### src/source/fml_params.svh
`ifndef FML_PARAMS_SVH
`define FML_PARAMS_SVH

// byte address width of the FML bus
`define FML_DEPTH 26

// words per burst as fixed by the protocol
`define FML_BURST 4

// word address width of the on-chip array, 256 words
`define FML_MEM_AWIDTH 8

// cycles the controller waits in front of an acknowledge
`define FML_ACK_DELAY 2

`endif

### src/source/fml_pkg.sv
package fml_pkg;

	`include "fml_params.svh"

	// index of a bus master, only 0 to 4 are used
	typedef logic [2:0] fml_master_t;

	// one burst request as a master holds it until acknowledge
	typedef struct packed {
		logic [`FML_DEPTH-1:0] adr;
		logic                  we;
		logic                  stb;
	} fml_req_t;

	// one write beat with its byte lane selects
	typedef struct packed {
		logic [7:0]  sel;
		logic [63:0] data;
	} fml_wdat_t;

endpackage

### src/source/fml_arb.sv
`timescale 1ns/1ps

`include "fml_params.svh"

module fml_arb (
	input  logic               sys_clk,
	input  logic               sys_rst,
	input  fml_pkg::fml_req_t  m_req [5],
	input  fml_pkg::fml_wdat_t m_wdat [5],
	output logic [4:0]         m_ack,
	output fml_pkg::fml_req_t  s_req,
	output fml_pkg::fml_wdat_t s_wdat,
	input  logic               s_ack
);

	import fml_pkg::*;

	localparam int BURST_BITS = $clog2(`FML_BURST);

	// the write pointer stays put for this many beats after the ack cycle
	localparam logic [BURST_BITS-1:0] WBEATS_LOAD = BURST_BITS'(`FML_BURST - 2);

	// per-owner search order, the first strobing master in the row wins
	localparam fml_master_t SEARCH [5][4] = '{
		'{3'd1, 3'd2, 3'd3, 3'd4},
		'{3'd0, 3'd3, 3'd4, 3'd2},
		'{3'd0, 3'd3, 3'd4, 3'd1},
		'{3'd0, 3'd4, 3'd1, 3'd2},
		'{3'd0, 3'd1, 3'd2, 3'd3}
	};

	fml_master_t grant;
	fml_master_t next_grant;
	fml_master_t wgrant;
	logic [BURST_BITS-1:0] wbeats;
	logic [4:0] m_stb;
	logic write_start;

	function automatic fml_master_t pick_next(
		input fml_master_t owner,
		input logic [4:0] stb
	);
		fml_master_t row;
		fml_master_t pick;
		row = (owner > 3'd4) ? 3'd4 : owner;
		pick = owner;
		// walk the row backwards so the earliest entry is the one that sticks
		for (int k = 3; k >= 0; k--) begin
			if (stb[SEARCH[row][k]])
				pick = SEARCH[row][k];
		end
		return pick;
	endfunction

	always_comb begin
		for (int i = 0; i < 5; i++) begin
			m_stb[i] = m_req[i].stb;
		end
	end

	// request steering follows the grant directly
	always_comb begin
		s_req = m_req[4];
		for (int i = 0; i < 4; i++) begin
			if (grant == fml_master_t'(i))
				s_req = m_req[i];
		end
	end

	// the owner gives up the bus once it drops its strobe or gets its ack
	always_comb begin
		next_grant = grant;
		if (!s_req.stb || s_ack)
			next_grant = pick_next(grant, m_stb);
	end

	always_ff @(posedge sys_clk) begin
		if (sys_rst)
			grant <= 3'd0;
		else
			grant <= next_grant;
	end

	always_comb begin
		for (int i = 0; i < 5; i++) begin
			m_ack[i] = s_ack && (grant == fml_master_t'(i));
		end
	end

	assign write_start = s_req.we & s_ack;

	// write data lags the grant
	// the writer keeps the data path for its ack cycle and the three beats after it
	always_ff @(posedge sys_clk) begin
		if (sys_rst) begin
			wgrant <= 3'd0;
			wbeats <= '0;
		end else begin
			if (wbeats != '0)
				wbeats <= wbeats - 1'b1;
			if (write_start)
				wbeats <= WBEATS_LOAD;
			if (!write_start && wbeats == '0)
				wgrant <= next_grant;
		end
	end

	always_comb begin
		s_wdat = m_wdat[4];
		for (int i = 0; i < 4; i++) begin
			if (wgrant == fml_master_t'(i))
				s_wdat = m_wdat[i];
		end
	end

endmodule

### config.mk
export PLATFORM = sky130hd
export DESIGN_NAME = fml_arb
export DESIGN_NICKNAME = d
export VERILOG_FILES = /design/src/source/fml_pkg.sv /design/src/source/fml_arb.sv
export VERILOG_INCLUDE_DIRS = /design/src /design/src/source
export SDC_FILE = /design/constraint.sdc
export NUM_CORES = 1
export LEC_CHECK = 0
export BUFFER_PORTS_ARGS = -buffer_cell sky130_fd_sc_hd__buf_2
export CAP_MARGIN = 20
export CELL_PAD_IN_SITES_DETAIL_PLACEMENT = 1
export CELL_PAD_IN_SITES_GLOBAL_PLACEMENT = 1
export CORE_AREA = 2 2 239 241
export CTS_CLUSTER_SIZE = 24
export DETAILED_ROUTE_END_ITERATION = 10
export DIE_AREA = 0 0 241 243
export PLACE_DENSITY = 0.53
export SLEW_MARGIN = 40
export SYNTH_ARGS = -nofsm -noshare
export SYNTH_HDL_FRONTEND = slang
export SYNTH_SLANG_ARGS = --single-unit
### constraint.sdc
create_clock -name sys_clk -period 3.8 [get_ports sys_clk]
set_clock_uncertainty 0.2 [all_clocks]
set_input_delay 0 -clock sys_clk [delete_from_list [all_inputs] [get_ports sys_clk]]
set_output_delay 0 -clock sys_clk [all_outputs]
set_load 0.005 [all_outputs]
==> results.md <==
* Post-CTS setup buffers at 0
* Stages on the worst setup path at 10
* Yosys top cell by area: mux2i_1
* Slew margin rel. at 0.4580
* FILL cells at 7,110
* Comb power frac at 0.900
* Max-Cap Viols at 0
* Clk slew on worst S/H paths at 0.04 ns
* CTS max path bufs at 2
* Resized Gates After CTS at 0
* Setup WS pre-CTS at 0.8254 ns
* Setup crit start kind: register
* Post-Route WL at a little under 40 mm
* Row count at 87
* Worst-Margin Slew at 0.8081 ns
* Full die area at between 0.05 and 0.06 sq mm
* CORE AREA at between 0.05 and 0.06 sq mm
* CTS tree: done
* Cell area power density at 539.6 mW/mm^2
* Final WS setup at roughly 0.8 ns
* Area of the multi-input gates at 0.003892 sq mm
* Max FO, Critical Path at 7
* Synthesized cell area at 0.004364 sq mm
* Syn nets at roughly 1,200
* Layout cell share with drive strength beyond 1 at 0.5055
* Util after Layout at 0.1504
* Cell-internal power at 1.986 mW
* RSZ-0062 raised after global routing: no
* Status: complete, no violations
* P&R area growth vs syn at 92.78%
* Clock share of power at 0.040
* Avg Cell Area, Syn at between 6 and 7 sq um
* Drt first-iter violations at 267
* Most frequent cell after synthesis: nor2_1
* CP endpoint kind: register
* Top_reg_cell synth: dfxtp_1
* Clk_lat worst skew at 0.23 ns
* CP cell instances: inv_2 -> nand2_1 -> inv_1 -> ha_1 -> mux2_4 -> a221o_1 -> a311o_1 -> nor4_1 -> o31ai_1 -> a31oi_1
* Via count at 7,872
* Routed len/inst at around 19 microns
* Die height at 243 microns
* Asr flop ratio synth at 0
* Tcrit/Tclk final at 0.7854
* # IOs at 608
* Library cells used by synthesis at 46
* Cts hold-fix bufs at 2
* Post-synth EDFFs at 0
* Nets at 1,780
* Post-DRT Antenna Nets at 0
* Largest net degree at the start of global routing at 59
* Max VDD drop at 280.3 uV
* Number of synthesized register bits at 8
* Total power at about 4.5 mW
* DR pass1 iterations at 6
* Leakage at around 4.0 nW
* Slew Viols, Final at 0
* Sw Pwr at 2.554 mW
* Post-layout min period at 2.985 ns
* DP Wirelength at 34.92 mm
* Setup violations, final at 0
* Hold WS at 0.02173 ns
* Setup Crit Path Kind: reg2reg
* Top-area cell type share of the netlist area at 0.2339
* Residual DRC count at 0
* Flop pwr share at 0.060
* Net Sw Frac at 0.5625
* Slowest cell on crit path: a221o_1
* RePlAce Congestion at 0.9278
* PortBufs at 607
* Initial Utilization at 0.07800
* Slowest cell delay on critical path at roughly 0.37 ns
* CTS root buf: clkbuf_16
* Clock Sink Count at 8
* Cells on Worst Hold Path at 3
* Critical Path AT at 2.94 ns
* First-pass GRT wire length at 53.01 mm
* Total CTS buffers at 3
* Synth warnings at 0
* Fmax at roughly 0.34 GHz
* H-tree depth at 1
* Vias/cell at 3.872
* Synth cell count leaders: nor2_1 (137), a21oi_1 (130), mux2i_1 (102)
* Initial antenna violation count at 18
* Die span in x at 241 microns
* Sequential standard cell area at 171.4 sq um
* CP Buf/Inv Count at 2
* Sequential area share after synthesis at 0.03670
* Via count of the first global-routing pass at between 8,000 and 9,000
* Data required, critical path at 3.76 ns
* Overall Global Routing Usage at 0.1226
* HP Class: in2reg
* Crit path max-delay family: compound AO/OA/AOI/OAI gates
* Post-Synthesis Cells at 710
* Top cells by area, synth: mux2i_1 (23%), a21oi_1 (15%), a22oi_1 (12%), nor2_1 (12%), o21ai_0 (8.9%)
* Final setup TNS at 0 ns
* GRT overflow at 0
* Reg2reg path depth at 10
* Fin. Hold Viols at 0
## through the flow
step           cells  instance area (sq um)
3_5_place_dp    2022                   8302
3_3_place_gp    2022                   8302
4_1_cts         2028                   8401
6_report        2033                   8413
2_1_floorplan    710                   4364
5_1_grt         2030                   8406
## sequential cells by signal, summed over array words and instances (netlist names)
signal / cells
wbeats: 2
grant: 3
wgrant: 3
## cell families after synthesis
group	synth area share
muxes	0.2408
and+or+nand+nor	0.1795
DFF	0.03670
adders and majority gates	0.01147
AOI/OAI and AO/OA	0.4538
buffers and inverters	0.07769
## area by class of cell
type                       count  share of cell area
timing repair buffer         630              0.3896
multi-input combinational    621              0.4627
tap                          756              0.1124
inverter                       9            0.004015
sequential                     8             0.02037
antenna                        5            0.001487
clock buffer                   4            0.009369
## power by group through the flow
stage                     Combinational (mW)  Sequential [mW]  Clock, mW
final                                   4.08            0.272      0.184
after global placement                  4.16            0.282          0
after floorplan                         2.29            0.121          0
after global routing                    4.47            0.294      0.192
after CTS                               4.18            0.284      0.190
after detailed placement                4.16            0.284          0
## path summary, 6_finish.rpt
| kind | slack, ns | from | end |
|---|---|---|---|
| worst max-delay path | 0.82 | grant[2] | wgrant[1] |
| worst min-delay path | 0.02 | m_req[0] | grant[2] |
| worst max register to register | 0.82 | grant[2] | wgrant[1] |
| worst min register to register | 0.27 | wbeats[0] | wbeats[0] |
## layout by cell type, fill, tap and decap left out, types with 2 or more instances in the layout
cell type and instances:
a211oi_1 31, nor2_4 2, a22oi_1 71, o21ai_0 78, ha_1 4, nand3_1 2, dfxtp_1 5, nor3_1 5
mux2i_1 102, buf_12 5, nor2b_1 4, buf_4 16, and2_1 2, inv_1 8, nand2_1 15, dfxtp_4 3
nor4b_1 2, mux2_4 2, a221o_1 3, nand2b_1 2, nor4_1 3, nor2_1 135, a21oi_1 130, buf_2 607
a32oi_1 3, a22o_1 2, nand3b_1 2, diode_2 5, nor3b_1 2, clkbuf_16 3, dlygate4sd3_1 2
## worst min-delay path, cell delays in order
cell and delay [ns]:
buf_2 0.15, a32oi_1 0.15, nor2_1 0.11
## routing by layer
| layer | global-route usage | wire length, microns |
|---|---|---|
| met3 | 0.02582 | 3137 |
| met1 | 0.1289 | 14490 |
| met4 | 0.03177 | 1086 |
| met5 | 0 | 89 |
| met2 | 0.2412 | 20670 |
Power figures use the tool's default switching activity.
