--- config.mk ---
export PLATFORM = sky130hd
export DESIGN_NAME = fml_bram_ctl
export DESIGN_NICKNAME = d
export VERILOG_FILES = /design/src/source/fml_pkg.sv /design/src/source/fml_bram_ctl.sv
export VERILOG_INCLUDE_DIRS = /design/src /design/src/source
export SDC_FILE = /design/constraint.sdc
export NUM_CORES = 1
export LEC_CHECK = 0
export BUFFER_PORTS_ARGS = -buffer_cell sky130_fd_sc_hd__buf_4
export CAP_MARGIN = 15
export CORE_AREA = 2 2 72 74
export DETAILED_ROUTE_END_ITERATION = 8
export DIE_AREA = 0 0 74 76
export GPL_TIMING_DRIVEN = 0
export HOLD_SLACK_MARGIN = 0.05
export PLACE_DENSITY = 0.72
export SYNTH_ARGS = -nofsm -noshare
export SYNTH_HDL_FRONTEND = slang
export SYNTH_SLANG_ARGS = --single-unit
--- constraint.sdc ---
create_clock -name sys_clk -period 1.4 [get_ports sys_clk]
set_input_delay 0.07 -clock sys_clk [delete_from_list [all_inputs] [get_ports sys_clk]]
set_output_delay 0.07 -clock sys_clk [all_outputs]
set_load 0.02 [all_outputs]
--- src/source/fml_params.svh ---
`ifndef FML_PARAMS_SVH
`define FML_PARAMS_SVH

// byte address width of the FML bus
`define FML_DEPTH 26

// words per burst as fixed by the protocol
`define FML_BURST 4

// word address width of the on-chip array, 256 words
`define FML_MEM_AWIDTH 8

// cycles the controller waits in front of an acknowledge
`define FML_ACK_DELAY 2

`endif

--- src/source/fml_pkg.sv ---
package fml_pkg;

	`include "fml_params.svh"

	// index of a bus master, only 0 to 4 are used
	typedef logic [2:0] fml_master_t;

	// one burst request as a master holds it until acknowledge
	typedef struct packed {
		logic [`FML_DEPTH-1:0] adr;
		logic                  we;
		logic                  stb;
	} fml_req_t;

	// one write beat with its byte lane selects
	typedef struct packed {
		logic [7:0]  sel;
		logic [63:0] data;
	} fml_wdat_t;

endpackage

--- src/source/fml_bram_ctl.sv ---
`timescale 1ns/1ps

`include "fml_params.svh"

module fml_bram_ctl (
	input  logic                       sys_clk,
	input  logic                       sys_rst,
	input  fml_pkg::fml_req_t          s_req,
	input  fml_pkg::fml_wdat_t         s_wdat,
	output logic                       s_ack,
	output logic [`FML_MEM_AWIDTH-1:0] mem_addr,
	output logic                       mem_we,
	output fml_pkg::fml_wdat_t         mem_wdat
);

	localparam int BURST_BITS = $clog2(`FML_BURST);
	localparam int BASE_W = `FML_MEM_AWIDTH - BURST_BITS;
	// three bits of byte offset within a 64-bit word, then the beat index
	localparam int BASE_LSB = 3 + BURST_BITS;
	localparam int CNT_W = $clog2(`FML_ACK_DELAY + 1);
	localparam logic [BURST_BITS-1:0] LAST_BEAT = BURST_BITS'(`FML_BURST - 1);
	localparam logic [CNT_W-1:0] CNT_LOAD = CNT_W'(`FML_ACK_DELAY - 1);

	typedef enum logic [1:0] {
		ST_IDLE,
		ST_WAIT,
		ST_ACK,
		ST_BEAT
	} state_t;

	state_t state;
	state_t state_next;
	logic [CNT_W-1:0] cnt;
	logic [BURST_BITS-1:0] beat;
	logic [BASE_W-1:0] base_q;
	logic we_q;
	logic [BASE_W-1:0] issue_base;
	logic [BURST_BITS-1:0] issue_idx;
	logic issue_we;

	always_comb begin
		state_next = state;
		case (state)
			ST_IDLE: begin
				if (s_req.stb)
					state_next = ST_WAIT;
			end
			ST_WAIT: begin
				// a withdrawn strobe sends us back without an ack
				if (!s_req.stb)
					state_next = ST_IDLE;
				else if (cnt == '0)
					state_next = ST_ACK;
			end
			ST_ACK: begin
				state_next = ST_BEAT;
			end
			default: begin
				if (beat == LAST_BEAT)
					state_next = ST_IDLE;
			end
		endcase
	end

	always_ff @(posedge sys_clk) begin
		if (sys_rst) begin
			state <= ST_IDLE;
			cnt <= '0;
			beat <= '0;
			we_q <= 1'b0;
		end else begin
			state <= state_next;
			case (state)
				ST_IDLE: cnt <= CNT_LOAD;
				ST_WAIT: cnt <= cnt - 1'b1;
				ST_ACK: begin
					beat <= '0;
					we_q <= s_req.we;
				end
				default: beat <= beat + 1'b1;
			endcase
		end
	end

	// the master may move its address after ack so the burst base is kept here
	always_ff @(posedge sys_clk) begin
		if (state == ST_ACK)
			base_q <= s_req.adr[BASE_LSB +: BASE_W];
	end

	assign s_ack = (state == ST_ACK);

	// array accesses run one cycle ahead of the beat counter
	// so that registered read data lands in the four cycles after ack
	always_comb begin
		issue_base = base_q;
		issue_idx = beat + 1'b1;
		issue_we = 1'b0;
		case (state)
			ST_ACK: begin
				issue_base = s_req.adr[BASE_LSB +: BASE_W];
				issue_idx = '0;
				issue_we = s_req.we;
			end
			ST_BEAT: begin
				issue_we = we_q && (beat != LAST_BEAT);
			end
			default: begin
				issue_we = 1'b0;
			end
		endcase
	end

	assign mem_addr = {issue_base, issue_idx};
	assign mem_we = issue_we;
	// write beats arrive on the slave bus in the same cycles they are issued
	assign mem_wdat = s_wdat;

endmodule

==> impl_metrics.toml, run 1 <==
[timing]
tns_ns = 0
tightest_slew_ns = 0.2183
hold_viol_final = 0
finalCritPeriodShare = 0.9866
relSlewSlack = 0.8541
whs_ns = 0.07759
fmax_ghz = 0.7240
finalMaxSlewViolations = 0
finClkSkew_ns = 0.003720
rsz0062_at_grt = "true"
finalSetupViolations = 0
fin_crit_ns = 1.381

[logic_synthesis]
yosysWarnings = 0
synth.distinct_cells = 22
seq_area_frac_synth = 0.2372
synth-main-ff-cell = "dfxtp_1"
synth_xor_xnor_area_share = 0
synth_top_family_by_area = "buffers and inverters"
synth.cell_area_um2 = 1097
synth.most_common_cell = "buf_4"
muxShareOfSynthArea = 0.1015
synth_edf_count = 0
async_flop_share = 0
synth_fp_nets = 228
synthSimpleGateAreaFrac = 0.06956
synth_top_area_cell = "buf_4"
postSynthAreaPerCell_um2 = 8.849
synth_fa_ha_area_frac = 0.02281
synth_top_area_frac = 0.4926
synthTopCellsByCount = "buf_4, dfxtp_1, mux2_4"
synth.ff_latch_count = 13
yosys-top-cells-area = "buf_4, dfxtp_1, mux2_4"
synthCells = 124
synth_compound_area_frac = 0.04789

[setup_path]
cp_common_cell = "buf_6"
crit_fanout = 8
path_buf_inv = 2
r2r_cells = 6
crit_slowest_cell = "dfxtp_2"
critPathMaxStageDelay_ns = 0.32
start_kind = "flop"
cp-startpoint = "state[1]$_SDFFE_PP0P_"
crit_required_ns = 1.33
cp.depth = 4
arrival_ns = 1.31
end_kind = "output port"
path_class = "flop to output port"
cp_top_family = "flip-flops"
crit_chain = "nor2b_4 > buf_6 > mux2_4 > buf_6"
reg2reg_from = "state[1]$_SDFFE_PP0P_"

[floorplanning]
pin_count = 184
core_um2 = 4912
initial_core_util = 0.2234
die_h_um = 76
fp.dieW_um = 74
die_area_um2 = 5624
rows = 26

[place]
portBuffers = 91
place_area_um2 = 1868
hpwl_mm = 2.459
gp_congestion = 0.7099

[global_routing]
grt_pass1_vias = 964
grt_start_max_net_pins = 11
grt_first_pass_wirelength_mm = 4.022
grt_util_all_layers = 0.09407
antenna_found_initial = 0
grt_overflow_total = 0

[clock_tree]
clkTransAtPathRegs_ns = 0.05
cts_root_buffer = "clkbuf_8"
cts_tree = "yes"
insertion_delay_ns = 0.24
cts_buffers = 3
h-tree-depth = 1
clk_path_buf_depth = 2
cts_sinks = 13

[drt]
viasPerCell = 3.709
wl_per_cell_um = 9.814
vias = 1098
first_pass_iters = 2
drt_first_iter_violations = 10
wirelength_mm = 2.905
detail-route-antenna-nets = 0
drc = 0

[final_layout]
antenna_cells = 0
register_area_um2 = 265.3
final_area_um2 = 2003
nFillCells = 493
fin_nets = 331
layout-drive-gt1-share = 0.8142
multiInputGateArea_um2 = 272.8
syn2layout_area_growth_pct = 82.55

[outcome]
outcome = "finished, final reports clean"

[pwr]
power_density_nw_per_um2 = 876.4
peakVddDrop_mv = 0.3636
p_leak_nw = 1.092

[worst_hold_path]
hold_depth = 2
hp-start = "s_req[9]"
hp-class = "input port to flop"

[flow_run]
maxCapViolations = 0
-- cells by family after synthesis --
family,count (synthesis)
buffers and inverters,78
and+or+nand+nor,15
DFF,13
adders and majority gates,2
AOI/OAI and AO/OA,8
muxes,8
-- flip-flops by register name (all words and copies together) (netlist names) --
signal and count:
base_q 6, beat 2, cnt 2, state 2, we_q 1
-- stage by stage --
step | util | worst slack (ns) | total power [mW] | std cells
after global routing | 0.4078 | -0.02130 | 1.843 | 296
after detailed placement | 0.3803 | 0.1417 | 1.357 | 285
after global placement | 0.3803 | 0.1425 | 1.339 | 285
after CTS | 0.4009 | 0.009588 | 1.710 | 294
after floorplan | - | 0.2478 | 1.032 | 124
final | 0.4078 | 0.01869 | 1.756 | 296
-- cell type report --
type | instances | share of cell area
repair buffers | 98 | 0.3798
plain buffers | 74 | 0.2780
multi-input cells | 33 | 0.1362
flip-flops and latches | 13 | 0.1324
well taps | 70 | 0.04372
clock buffers | 4 | 0.02249
inverters | 4 | 0.007495
-- placed cells by master, fill, tap and decap left out, types with 2 or more instances in the layout --
cell,count
dfxtp_1,11
nor2b_1,2
mux2_4,6
buf_4,163
clkbuf_8,3
nand2b_1,2
nand2_1,2
nor2_1,5
a21oi_1,3
buf_6,7
inv_1,4
ha_1,2
-- power by group --
part	switching [mW]	leakage, nW	internal [mW]
registers	0.0213	0.109	0.451
clock network	0.126	0.0228	0.201
logic	0.418	0.961	0.539
-- path summary, 6_finish.rpt --
| path | slack [ns] | endpoint |
|---|---|---|
| min | 0.08 | base_q[2]$_DFF_P_ |
| max reg2reg | 0.18 | state[1]$_SDFFE_PP0P_ |
| max | 0.02 | mem_addr[3] |
| min reg2reg | 0.42 | cnt[0]$_SDFFE_PP0P_ |
-- what timing repair did --
action                                  4_1_cts  5_1_grt
hold endpoints to repair                      4        0
pin swaps                                     0        0
gates resized for setup                       6        5
endpoints found under the setup margin        6        6
cloned                                        0        0
buffers inserted                              4        2
hold buffers                                  1        0
-- worst register-to-register path, stage by stage (launching register included) --
cell,delay (ns)
dfxtp_2,0.32
buf_4,0.12
buf_4,0.12
buf_2,0.16
nor2b_1,0.22
a32oi_1,0.13
nor2_1,0.08
-- routing by layer --
| layer | wire length [um] | global-route usage | vias up |
|---|---|---|---|
| li1 | - | - | 522 |
| met1 | 816 | 0.07431 | 471 |
| met2 | 1524 | 0.1795 | 101 |
| met3 | 511 | 0.04497 | 4 |
| met4 | 52 | 0.04909 | 0 |
| met5 | 0 | 0 | - |
No activity file was read; power rests on OpenSTA's default activity.
==> run 2, diff against run 1 <==
--- a/config.mk
+++ b/config.mk
@@ -14,6 +14,7 @@
 export GPL_TIMING_DRIVEN = 0
 export HOLD_SLACK_MARGIN = 0.05
 export PLACE_DENSITY = 0.72
+export RECOVER_POWER = 100
 export SYNTH_ARGS = -nofsm -noshare
 export SYNTH_HDL_FRONTEND = slang
 export SYNTH_SLANG_ARGS = --single-unit
==> run 2 against run 1 <==
Compared with the run above: routed wire length is 0.14% higher; first-iteration DRC count fell by 50%; clock-buffer cell count is the same; worst hold slack is essentially flat; sequential cell count is the same; register-to-register slack about the same; critical endpoint unchanged; highest routed layer unchanged.
==> impl_metrics.toml, run 2 (synthesis results as in run 1) <==
[outcome]
outcome = "finished, final reports clean"

[timing]
relSlewSlack = 0.8096
finalCritPeriodShare = 0.9859
finalSetupViolations = 0
fmax_ghz = 0.7245
finalMaxSlewViolations = 0
tightest_slew_ns = 0.2868
rsz0062_at_grt = "true"
fin_crit_ns = 1.380
finClkSkew_ns = 0.003701
hold_viol_final = 0
whs_ns = 0.07749

[setup_path]
critPathMaxStageDelay_ns = 0.32
end_kind = "output port"
path_class = "flop to output port"
cp_common_cell = "buf_6"
path_buf_inv = 2
crit_chain = "nor2b_4 > buf_6 > mux2_4 > buf_6"
arrival_ns = 1.31
crit_required_ns = 1.33
start_kind = "flop"
crit_fanout = 8
crit_slowest_cell = "dfxtp_2"
cp_top_family = "flip-flops"
rrSetupSlack_ns = 0.18

[drt]
detail-route-antenna-nets = 0
wirelength_mm = 2.909
first_pass_iters = 4
drc = 0
wl_per_cell_um = 9.828
viasPerCell = 3.713
drt_first_iter_violations = 5
vias = 1099

[floorplanning]
rows = 26
initial_core_util = 0.2234
die_h_um = 76
core_um2 = 4912
fp.dieW_um = 74
pin_count = 184
die_area_um2 = 5624

[clock_tree]
clk_path_buf_depth = 2
insertion_delay_ns = 0.24
cts_sinks = 13
cts_root_buffer = "clkbuf_8"
cts_buffers = 3
h-tree-depth = 1
clkTransAtPathRegs_ns = 0.05
cts_tree = "yes"

[global_routing]
grt_first_pass_wirelength_mm = 4.022
grt_overflow_total = 0
grt_util_all_layers = 0.09407
antenna_found_initial = 0
grt_start_max_net_pins = 11
grt_pass1_vias = 964

[worst_hold_path]
hp-class = "input port to flop"

[final_layout]
nFillCells = 552
regMostFlops = "base_q"
fin_nets = 331
fin_util = 0.3528
syn2layout_area_growth_pct = 57.92
final_cell_mix = "buf_4, clkbuf_1, dfxtp_1"
mostFrequentLayoutCell = "buf_4"
antenna_cells = 0
register_area_um2 = 265.3
multiInputGateArea_um2 = 272.8
layout-drive-gt1-share = 0.4956
largest_reg_flops = 6

[flow_run]
maxCapViolations = 0

[place]
hpwl_mm = 2.459
gp_congestion = 0.7099
portBuffers = 91

[pwr]
power_density_nw_per_um2 = 960.1
peakVddDrop_mv = 0.3550
p_leak_nw = 0.8312
## run 2: path summary, 6_finish.rpt
| path | depth (start not counted) | startpoint | to |
|---|---|---|---|
| max reg2reg | 6 | state[1]$_SDFFE_PP0P_ | state[1]$_SDFFE_PP0P_ |
| min | 2 | s_req[9] | base_q[2]$_DFF_P_ |
| max | 4 | state[1]$_SDFFE_PP0P_ | mem_addr[3] |
| min reg2reg | 1 | cnt[0]$_SDFFE_PP0P_ | cnt[0]$_SDFFE_PP0P_ |
## run 2: stage by stage
stage	setup WS (ns)	std cells	area [um^2]	TNS (ns)	power (mW)
floorplan	0.2478	124	1097	0	1.032
global placement	0.1425	285	1868	0	1.339
detailed placement	0.1417	285	1868	0	1.357
CTS	0.009588	294	1969	0	1.710
global route	-0.02130	296	1733	-0.09570	1.750
finish	0.01971	296	1733	0	1.664
## run 2: metal layers
metal	up-vias	routed length [um]	track usage
li1	523	-	-
met1	471	831	0.07431
met2	101	1500	0.1795
met3	4	525	0.04497
met4	0	52	0.04909
met5	-	0	0
## run 2: worst register-to-register path: cells and delay by family (launching register included)
| family | cells | cell delay, ns |
|---|---|---|
| buffers and inverters | 3 | 0.40 |
| flip-flops | 1 | 0.32 |
| AND/OR/NAND/NOR | 2 | 0.30 |
| AO/OA/AOI/OAI | 1 | 0.13 |
## run 2: report_power, final
group	leakage, nW	total, mW	internal [mW]	switching [mW]
clock network	0.0228	0.326	0.201	0.126
logic	0.700	0.865	0.450	0.416
registers	0.109	0.472	0.451	0.0213
total	0.831	1.66	1.10	0.563
## run 2: repair_timing
item	4_1_cts	5_1_grt
setup endpoints to repair	6	6
hold buffers	1	0
resized for setup	6	5
endpoints found under the hold margin	4	0
setup buffers	4	2
## run 2: cell type report
type	instances	area share
flip-flops and latches	13	0.1531
repair buffers	98	0.2830
multi-input cells	33	0.1574
well taps	70	0.05054
clock buffers	4	0.02599
inverters	4	0.008664
plain buffers	74	0.3213
==> run 3, diff against run 2 <==
--- a/config.mk
+++ b/config.mk
@@ -6,7 +6,7 @@
 export SDC_FILE = /design/constraint.sdc
 export NUM_CORES = 1
 export LEC_CHECK = 0
-export BUFFER_PORTS_ARGS = -buffer_cell sky130_fd_sc_hd__buf_4
+export BUFFER_PORTS_ARGS = -buffer_cell sky130_fd_sc_hd__buf_2
 export CAP_MARGIN = 15
 export CORE_AREA = 2 2 72 74
 export DETAILED_ROUTE_END_ITERATION = 8
==> run 3 against run 2 <==
Compared with the run above: the flow now finishes with violations (negative setup slack); final area decreased by 2.7%; critical path type unchanged; highest routed layer unchanged; routed wire length decreased by 9.2%; clock power decreased by 2%; global-route usage decreased by 0.96 points; first-iteration DRC count increased to 4.6 times the previous value; largest power group unchanged.
==> impl_metrics.toml, run 3 (synthesis results as in run 1) <==
[final_layout]
fin_util = 0.3434
regMostFlops = "base_q"
fin_nets = 329
antenna_cells = 0
final_cell_mix = "buf_4, clkbuf_1, buf_2"
mostFrequentLayoutCell = "buf_4"
syn2layout_area_growth_pct = 53.71
layout-drive-gt1-share = 0.4955
largest_reg_flops = 6

[setup_path]
critPathMaxStageDelay_ns = 0.32
crit_slowest_cell = "dfxtp_2"
crit_required_ns = 1.33
crit_fanout = 5
rrSetupSlack_ns = 0.16
end_kind = "output port"
start_kind = "flop"
reg2reg_to = "state[1]$_SDFFE_PP0P_"
reg2reg_from = "state[1]$_SDFFE_PP0P_"
crit_chain = "nor2b_4 > buf_6 > mux2_4 > buf_6"
arrival_ns = 1.33
cp_common_cell = "buf_6"
r2r_cells = 6
path_class = "flop to output port"

[global_routing]
grt_first_pass_wirelength_mm = 3.643
grt_pass1_vias = 887
grt_start_max_net_pins = 11
grt_overflow_total = 0
antenna_found_initial = 0
grt_util_all_layers = 0.08448

[timing]
tightest_slew_ns = 0.2754
fin_crit_ns = 1.402
fmax_ghz = 0.7132
finalCritPeriodShare = 1.002
finClkSkew_ns = 0.004999
finalSetupViolations = 1
whs_ns = 0.08467
relSlewSlack = 0.8172
finalMaxSlewViolations = 0
rsz0062_at_grt = "true"
final.setup.worst_slack_ns = -0.002160
hold_viol_final = 0

[floorplanning]
die_h_um = 76
die_area_um2 = 5624
rows = 26
pin_count = 184
fp.dieW_um = 74
initial_core_util = 0.2234
core_um2 = 4912

[clock_tree]
holdBufCountCts = 0
cts_root_buffer = "clkbuf_8"
cts_sinks = 13
cts_buffers = 3
clk_path_buf_depth = 2
h-tree-depth = 1
cts_tree = "yes"
insertion_delay_ns = 0.24
clkTransAtPathRegs_ns = 0.05

[place]
hpwl_mm = 2.188
portBuffers = 91
gp_congestion = 0.7134

[worst_hold_path]
hold_depth = 2
hold_end = "base_q[2]$_DFF_P_"
hp-class = "input port to flop"
hp-start = "s_req[9]"

[drt]
drt_first_iter_violations = 23
viasPerCell = 3.544
drc = 0
vias = 1042
wirelength_mm = 2.640
wl_per_cell_um = 8.980
detail-route-antenna-nets = 0
first_pass_iters = 3

[pwr]
power_mw = 1.620
power_density_nw_per_um2 = 960.8
peakVddDrop_mv = 0.4058
p_leak_nw = 0.8135

[flow_run]
maxCapViolations = 0

[outcome]
violations = "negative setup slack"
outcome = "finished with violations"
## run 3: cell types whose count changed in the layout (fill, tap and decap cells not counted), sizes merged
cell and change:
buf -1, dlygate4sd3 -1
## run 3: worst max path at each step
stage,slack [ns],cells past startpoint,endpoint,from
finish,-0.002,4,mem_addr[2],state[1]$_SDFFE_PP0P_
global route,-0.04,4,mem_addr[4],state[1]$_SDFFE_PP0P_
CTS,-0.005,4,mem_addr[7],state[1]$_SDFFE_PP0P_
detailed placement,0.14,4,mem_addr[2],state[0]$_SDFFE_PP0P_
global placement,0.15,4,mem_addr[2],state[0]$_SDFFE_PP0P_
floorplan,0.25,3,base_q[0]$_DFF_P_,state[0]$_SDFFE_PP0P_
## run 3: critical path, delay by kind of cell (launching register included)
kind | cells | cell delay (ns)
flip-flops | 1 | 0.32
AND/OR/NAND/NOR | 1 | 0.17
multiplexers | 1 | 0.32
buffers and inverters | 2 | 0.28
## run 3: repair_timing
action,in CTS,in global routing
setup buffers,3,1
pin swaps,0,0
resized for setup,8,11
setup endpoints to repair,6,7
gates cloned,1,0
## run 3: routing by layer
| metal | track usage | wire length (um) | vias to the layer above |
|---|---|---|---|
| met5 | 0 | 0 | - |
| met4 | 0.03818 | 44 | 0 |
| met3 | 0.04101 | 474 | 2 |
| met2 | 0.1527 | 1266 | 101 |
| met1 | 0.07667 | 854 | 421 |
| li1 | - | - | 518 |
## run 3: area by class of cell
| type | count | area [um^2] |
|---|---|---|
| plain buffers | 74 | 556.8 |
| clock buffers | 4 | 45.04 |
| fillers | 542 | 3226 |
| inverters | 4 | 15.01 |
| multi-input cells | 33 | 272.8 |
| flip-flops and latches | 13 | 265.3 |
| well taps | 70 | 87.58 |
| repair buffers | 96 | 444.2 |
## run 3: per-stage QoR
| step | setup TNS, ns | setup WS [ns] | cells | instance area (um^2) |
|---|---|---|---|---|
| after floorplan | 0 | 0.2478 | 124 | 1097 |
| after global placement | 0 | 0.1495 | 285 | 1640 |
| after detailed placement | 0 | 0.1401 | 285 | 1640 |
| after CTS | -0.005314 | -0.005314 | 293 | 1734 |
| after global routing | -0.1840 | -0.03777 | 294 | 1687 |
| final | -0.002160 | -0.002160 | 294 | 1687 |
## run 3: report_power, final
part / internal (mW) / switching (mW)
Sequential: 0.451 / 0.0214
Combinational: 0.426 / 0.401
Clock: 0.200 / 0.121
Total: 1.08 / 0.543
